## config.mk

```make
export PLATFORM = sky130hd
export DESIGN_NAME = buck_phase_top
export DESIGN_NICKNAME = d
export VERILOG_FILES = /design/src/hdl/buck_pkg.sv /design/src/hdl/phase_config_port.sv /design/src/hdl/phase_sequencer.sv /design/src/hdl/shedding_manager.sv /design/src/hdl/pwm_carrier.sv /design/src/hdl/buck_phase_top.sv
export SDC_FILE = /design/constraint.sdc
export NUM_CORES = 1
export LEC_CHECK = 0
export BUFFER_PORTS_ARGS = -buffer_cell sky130_fd_sc_hd__buf_2
export CAP_MARGIN = 30
export CORE_MARGIN = 2
export CORE_UTILIZATION = 34
export DETAILED_ROUTE_END_ITERATION = 6
export GPL_TIMING_DRIVEN = 0
export PLACE_DENSITY_LB_ADDON = 0.3
export SLEW_MARGIN = 15
export SYNTH_ARGS = -nofsm -noshare
export SYNTH_HDL_FRONTEND = slang
export SYNTH_HIERARCHICAL = 1
export SYNTH_SLANG_ARGS = --single-unit
```

## constraint.sdc

```tcl
create_clock -name clock -period 9.1 [get_ports clock]
set_input_delay 1.82 -clock clock [delete_from_list [all_inputs] [get_ports clock]]
set_output_delay 1.82 -clock clock [all_outputs]
set_load 0.05 [all_outputs]
```

## src/hdl/buck_pkg.sv

```systemverilog
package buck_pkg;

    // Number of physical power stages on the board
    localparam int n_phases = 4;

    // Duty and period words share one width so they compare directly
    localparam int duty_width = 16;

    // A phase count runs from 0 to n_phases inclusive
    localparam int count_width = $clog2(n_phases + 1);

    // Minimum spacing in clocks between two changes of the active count
    // Gives the current loops time to absorb one phase before the next
    localparam int settle_cycles = 8;

    // Duty words are signed because the compensators may ask for
    // a negative correction on top of the feedforward
    typedef logic signed [duty_width-1:0] duty_t;

    // Word written by the host through the req/ack port
    typedef struct packed {
        // Switching period in clocks
        logic [duty_width-1:0] period;
        // Number of phases the host wants running
        logic [count_width-1:0] phase_request;
    } config_t;

    // Active phase count and its one-cycle change strobes
    typedef struct packed {
        // Number of phases currently switching
        logic [count_width-1:0] active;
        // High for one cycle when active has just risen by one
        logic added;
        // High for one cycle when active has just fallen by one
        logic shed;
    } phase_step_t;

    // One duty word per phase, phase 0 in the low word
    typedef duty_t [n_phases-1:0] duty_vec_t;

endpackage

```

## src/hdl/phase_config_port.sv

```systemverilog
`timescale 1ns/1ns

module phase_config_port (
    input  logic              clock,
    input  logic              reset,
    input  logic              cfg_req,
    input  buck_pkg::config_t cfg_data,
    output logic              cfg_ack,
    output buck_pkg::config_t cfg
);
    import buck_pkg::*;

    // Request after one register stage
    // The protocol runs only on this copy
    logic req_sync;

    // Phase request forced into the range 1 to n_phases
    logic [count_width-1:0] request_clamped;

    // Phase 0 always runs, so a request of zero still means one phase
    // A request above the number of stages asks for all of them
    always_comb begin
        if (cfg_data.phase_request > count_width'(n_phases)) begin
            request_clamped = count_width'(n_phases);
        end else if (cfg_data.phase_request == '0) begin
            request_clamped = count_width'(1);
        end else begin
            request_clamped = cfg_data.phase_request;
        end
    end

    // Four-phase handshake
    // Ack goes high one cycle after the synchronized req is seen high,
    // which is two cycles after the host raises req
    // Ack falls one cycle after the synchronized req is seen low
    always_ff @(posedge clock) begin
        if (reset) begin
            req_sync <= 1'b0;
            cfg_ack <= 1'b0;
            // Period of zero keeps every gate low until the host writes
            cfg.period <= '0;
            cfg.phase_request <= count_width'(1);
        end else begin
            req_sync <= cfg_req;
            if (req_sync && !cfg_ack) begin
                // Data is stable while req is high, so capture it here
                // The new word is valid from the same cycle as ack
                cfg_ack <= 1'b1;
                cfg.period <= cfg_data.period;
                cfg.phase_request <= request_clamped;
            end else if (!req_sync && cfg_ack) begin
                // Host has released req, so close the transfer
                cfg_ack <= 1'b0;
            end
        end
    end

endmodule

```

## src/hdl/phase_sequencer.sv

```systemverilog
`timescale 1ns/1ns

module phase_sequencer (
    input  logic                               clock,
    input  logic                               reset,
    input  logic [buck_pkg::count_width-1:0]   request,
    output buck_pkg::phase_step_t              step
);
    import buck_pkg::*;

    // Clocks since the last change of the active count
    // It stops counting once the settle interval has elapsed
    logic [$clog2(settle_cycles)-1:0] settle_count;

    // High once enough clocks have passed to allow another step
    logic settled;

    // A change at edge t lets the next one happen at edge t+settle_cycles
    assign settled = (settle_count == $bits(settle_count)'(settle_cycles - 1));

    // The active count moves by one toward the request per step
    // Only one phase is ever added or shed at a time, so the
    // shedding manager seeds a single feedforward per event
    always_ff @(posedge clock) begin
        if (reset) begin
            step.active <= count_width'(1);
            step.added <= 1'b0;
            step.shed <= 1'b0;
            // Start settled so the first request is served at once
            settle_count <= $bits(settle_count)'(settle_cycles - 1);
        end else begin
            // Strobes last one cycle only
            step.added <= 1'b0;
            step.shed <= 1'b0;

            if (!settled) begin
                settle_count <= settle_count + 1'b1;
            end

            if (settled && (request > step.active)) begin
                // Bring one more phase online
                step.active <= step.active + 1'b1;
                step.added <= 1'b1;
                settle_count <= '0;
            end else if (settled && (request < step.active)) begin
                // Drop the highest running phase
                step.active <= step.active - 1'b1;
                step.shed <= 1'b1;
                settle_count <= '0;
            end
            // A request that already matches leaves everything alone
        end
    end

endmodule

```

## src/hdl/shedding_manager.sv

```systemverilog
`timescale 1ns/1ns

module shedding_manager (
    input  logic                              clock,
    input  logic                              reset,
    input  logic [buck_pkg::duty_width-1:0]   period,
    input  buck_pkg::phase_step_t             step,
    input  buck_pkg::duty_vec_t               duty_in,
    output buck_pkg::duty_vec_t               duty_out
);
    import buck_pkg::*;

    // Feedforward per phase
    // Phase 0 is the reference and carries none
    duty_t ff [1:n_phases-1];

    // Correction plus feedforward, two bits wider so that neither
    // the sign nor the carry is lost
    logic signed [duty_width+1:0] sum [1:n_phases-1];

    // Period as a positive value in the same width as the sums
    logic signed [duty_width+1:0] period_ext;

    // Saturated duty for each of the upper phases
    duty_t sat [1:n_phases-1];

    assign period_ext = {2'b00, period};

    // Clamp each sum into the range from 0 to period-1
    // The feedforward is a copy of a running duty, so in practice
    // only a large negative correction drives the sum below zero
    always_comb begin
        for (int i = 1; i < n_phases; i++) begin
            sum[i] = (duty_width + 2)'(duty_in[i]) + (duty_width + 2)'(ff[i]);
            if (sum[i] < 0) begin
                sat[i] = '0;
            end else if (sum[i] >= period_ext) begin
                sat[i] = duty_t'(period - 1'b1);
            end else begin
                sat[i] = duty_t'(sum[i]);
            end
        end
    end

    always_ff @(posedge clock) begin
        if (reset) begin
            for (int i = 1; i < n_phases; i++) begin
                ff[i] <= '0;
            end
            duty_out <= '0;
        end else begin
            // The step carries the new count, so the phase that just
            // came online is active-1 and the one just dropped is active
            // A new phase starts from the duty of phase 0 so that it
            // shares the load right away
            if (step.added) begin
                ff[step.active - 1'b1] <= duty_in[0];
            end else if (step.shed) begin
                ff[step.active] <= '0;
            end

            // Phase 0 is the master phase and passes straight through
            duty_out[0] <= duty_in[0];
            // Upper phases are computed even while inactive
            // The carrier gates them off
            for (int i = 1; i < n_phases; i++) begin
                duty_out[i] <= sat[i];
            end
        end
    end

endmodule

```

## src/hdl/pwm_carrier.sv

```systemverilog
`timescale 1ns/1ns

module pwm_carrier (
    input  logic                              clock,
    input  logic                              reset,
    input  logic [buck_pkg::duty_width-1:0]   period,
    input  logic [buck_pkg::count_width-1:0]  active,
    input  buck_pkg::duty_vec_t               duty,
    output logic [buck_pkg::n_phases-1:0]     gate
);
    import buck_pkg::*;

    // Shared up-counter that runs from 0 to period-1
    logic [duty_width-1:0] master;

    // Phase shift of each carrier, period*i/n_phases
    logic [duty_width-1:0] offset [n_phases];

    // Master plus offset before the wrap, one bit wider for the carry
    logic [duty_width:0] shifted [n_phases];

    // Carrier count of each phase after the modular wrap
    logic [duty_width-1:0] carrier [n_phases];

    // Master counter
    // A period that shrinks below the current count also wraps it
    always_ff @(posedge clock) begin
        if (reset) begin
            master <= '0;
        end else if ((period == '0) || (master >= period - 1'b1)) begin
            master <= '0;
        end else begin
            master <= master + 1'b1;
        end
    end

    // Spread the carriers evenly over one period
    // Both operands of the add are below period, so one subtraction wraps it
    always_comb begin
        for (int i = 0; i < n_phases; i++) begin
            offset[i] = duty_width'((32'(period) * i) / n_phases);
            shifted[i] = {1'b0, master} + {1'b0, offset[i]};
            if (shifted[i] >= {1'b0, period}) begin
                carrier[i] = duty_width'(shifted[i] - {1'b0, period});
            end else begin
                carrier[i] = duty_width'(shifted[i]);
            end
        end
    end

    // Gate is high while the carrier is below the duty
    // Compare signed so that a negative duty keeps the gate off
    // Shed phases and an unconfigured period force the gate low
    always_ff @(posedge clock) begin
        if (reset) begin
            gate <= '0;
        end else begin
            for (int i = 0; i < n_phases; i++) begin
                gate[i] <= (i < active) && (period != '0)
                           && ($signed({1'b0, carrier[i]}) < duty[i]);
            end
        end
    end

endmodule

```

## src/hdl/buck_phase_top.sv

```systemverilog
`timescale 1ns/1ns

module buck_phase_top (
    input  logic                              clock,
    input  logic                              reset,
    input  logic                              cfg_req,
    input  buck_pkg::config_t                 cfg_data,
    output logic                              cfg_ack,
    input  buck_pkg::duty_vec_t               duty_in,
    output buck_pkg::duty_vec_t               duty_out,
    output logic [buck_pkg::count_width-1:0]  active,
    output logic [buck_pkg::n_phases-1:0]     gate
);
    import buck_pkg::*;

    // Configuration word held by the port after each write
    config_t cfg;

    // Active count with its add and shed strobes
    phase_step_t step;

    // Host side of the converter
    phase_config_port config_port (
        .clock    (clock),
        .reset    (reset),
        .cfg_req  (cfg_req),
        .cfg_data (cfg_data),
        .cfg_ack  (cfg_ack),
        .cfg      (cfg)
    );

    // Moves the running phase count toward the request
    phase_sequencer sequencer (
        .clock   (clock),
        .reset   (reset),
        .request (cfg.phase_request),
        .step    (step)
    );

    // Feedforward seeding and duty saturation
    shedding_manager manager (
        .clock    (clock),
        .reset    (reset),
        .period   (cfg.period),
        .step     (step),
        .duty_in  (duty_in),
        .duty_out (duty_out)
    );

    // Interleaved PWM for the running phases
    pwm_carrier carrier (
        .clock  (clock),
        .reset  (reset),
        .period (cfg.period),
        .active (step.active),
        .duty   (duty_out),
        .gate   (gate)
    );

    // Running phase count for telemetry
    assign active = step.active;

endmodule

```

==> results.ini <==
[outcome]
violations=DRC
status=finished, violations left

[timing]
setup-violations-final=0
worst_pin_slew_ps=877
tns_ps=0
drv_slew=0
hold_slack_ps=481
fmax_mhz=116
rsz0062_at_grt=false
finClkSkew_ps=14.8
relSlewSlack_pct=41.5
finalHoldViolations=0
min_period_ps=8650
fin_crit_sh_pct=95.0

[critical_path]
cpMostUsedCell=ha_1
cp-start-kind=flip-flop
cp_max_fo=11
cp.arrival_ps=8990
worstSetupPathType=reg2reg
regToRegSetupSlack_ps=450
slowest_delay_ps=850
crit_path_end_kind=flip-flop
required_ps=9450
critPathSlowestCell=dfxtp_1

[cts]
clock_latency_ps=470
cts.sinks=161
clockBufferDepth=2
hold_buffers=0
cts_root_buf=clkbuf_16
cts.htree.levels=4
cts_made_buffers=17
cts_tree=yes
clk_pin_slew_worst_paths_ps=80

[synth]
syn-cell-area_um2=17900
synth.avg_cell_area_um2=8.23
synthDistinctLibCells=88
syn-num-nets=2593
yosysSeqAreaShare_pct=20.7
async_flop_share_pct=0
synth_edf_count=48
synth_ff_type=dfxtp_1
ys_top_cells_by_count=321 x ha_1, 241 x nor2_1, 161 x a21oi_1
ys_top_cells_by_area=ha_1 22%, dfxtp_1 13%, edfxtp_1 8.1%
syn_inst=2174
ys_ff_latch=161
yosysMostFrequentCell=ha_1
yosys.area.top_type=ha_1
synth.top_cell.area_share_pct=22.4
yosysWarnings=6

[die]
pin_count=158
num_rows=84
die_y_um=233
dieArea_um2=54500
die_x_um=233
initial_core_util_pct=34.2
core_um2=52300

[place]
finalWeightedCongestion=0.949
dp_hpwl_mm=51.8
placed_area_um2=19500
dpl.cell_count=3020
port_buffers=157

[pwr]
swShare_pct=47.6
peakVddDrop_v=0.000221
power_frac_comb_pct=55.9
p_switching_uw=1830
internal-power_uw=2020
power_leakage_uw=0.00933
p_per_area_nw_per_um2=190
power_frac_clock_pct=19.4
pwr-share-seq_pct=24.7

[global_route]
overflow=0
grt_antenna_before_repair=7
gr-usage-all-layers_pct=23.3
grt_pass1_wl_mm=95.2
grt_pass1_vias=16300
grt_start_max_net_pins=19

[routing]
wl_per_cell_um=20.9
detail-route-antenna-nets=0
routed_via_density=5.50
drt_pass1_iterations=7
first_iter_violations=963
drc=1
wl_mm=64.0
vias=16900

[finish]
design_area_um2=20300
final_cells=3069
final_nets=2784
area_growth_pct=13.4
drive_above_1_share_pct=11.8

[job]
max_cap_viol_count=0

[worst_hold_path]
hp-class=reg2reg

worst max-delay path: cells and delay by family, from the launching register on:
kind,cells,cell delay [ps]
AO/OA/AOI/OAI,12,2910
XOR/XNOR,2,370
adder cells (fa/ha/maj),4,1510
AND/OR/NAND/NOR,9,1900
flip-flops,1,850
buffers and inverters,3,960
power by group through the flow:
stage / logic, µW / registers, µW / clock network, µW
finish: 2150 / 950 / 747
global route: 2370 / 958 / 787
CTS: 2130 / 949 / 762
detailed placement: 2120 / 965 / 0
global placement: 2080 / 963 / 0
floorplan: 1380 / 1110 / 0
layer usage:
| layer | global-route usage [%] | share of wire (%) | vias up |
|---|---|---|---|
| met5 | 0.643 | 0.12 | - |
| met4 | 10.1 | 4.0 | 8 |
| met3 | 4.14 | 5.0 | 136 |
| met2 | 40.4 | 48 | 496 |
| met1 | 28.0 | 42 | 7970 |
| li1 | - | - | 8271 |
through the flow:
stage | setup slack [ps] | total power, µW | utilization, %
finish | 455 | 3850 | 38.8
global route | 15.9 | 4120 | 38.8
CTS | 17.7 | 3840 | 38.5
detailed placement | -279 | 3080 | 37.3
global placement | -155 | 3040 | 37.3
floorplan | 1740 | 2490 | -
sequential cells by signal, indices dropped and copies added (netlist names):
register,count
manager/duty_out,64
manager/ff,48
config_port/cfg,19
carrier/master,16
sequencer/step,5
carrier/gate,4
sequencer/settle_count,3
config_port/cfg_ack,1
config_port/req_sync,1
what timing repair did:
| item | CTS | global route |
|---|---|---|
| setup endpoints to repair | 1 | 1 |
| setup buffers | 0 | 14 |
| gates resized for setup | 2 | 12 |
final timing paths:
path,cells after the start,from,end
worst min register to register,2,sequencer/settle_count[1],sequencer/settle_count[1]
worst max-delay path,30,config_port/cfg[13],carrier/gate[3]
worst min-delay path,2,sequencer/settle_count[1],sequencer/settle_count[1]
worst max register to register,30,config_port/cfg[13],carrier/gate[3]
cell families (layout without fill, tap and decap cells):
family                   after synthesis  after routing  share of synthesized area, %
flip-flops                           161            161                          20.7
XOR/XNOR                             169            169                          8.27
AO/OA/AOI/OAI                        578            578                          21.1
adder cells (fa/ha/maj)              333            333                          23.8
AND/OR/NAND/NOR                      676            676                          18.5
other                                  0              3                             0
buffers and inverters                205            409                          4.54
multiplexers                          52             52                          3.07
layout by cell type, fill, tap and decap left out, types with 41 or more instances in the layout:
| cell type | instances |
|---|---|
| a21oi_1 | 161 |
| buf_2 | 164 |
| nand2_1 | 136 |
| inv_1 | 155 |
| a21o_1 | 62 |
| nor2b_1 | 61 |
| xnor2_1 | 127 |
| nand3_1 | 48 |
| dfxtp_1 | 107 |
| a211oi_1 | 51 |
| nor3_1 | 41 |
| ha_1 | 321 |
| o21ai_0 | 102 |
| edfxtp_1 | 48 |
| nor2_1 | 241 |
| xor2_1 | 42 |
final cells by class:
type | instances | area (µm²)
well taps | 688 | 861
multi-input cells | 1808 | 13400
clock buffers | 17 | 425
flip-flops and latches | 161 | 3720
plain buffers | 44 | 208
clock inverters | 15 | 165
inverters | 161 | 623
repair buffers | 172 | 898
diodes | 3 | 7.51
fillers | 5466 | 32100
Note: power is estimated with default switching activity, not from simulation.
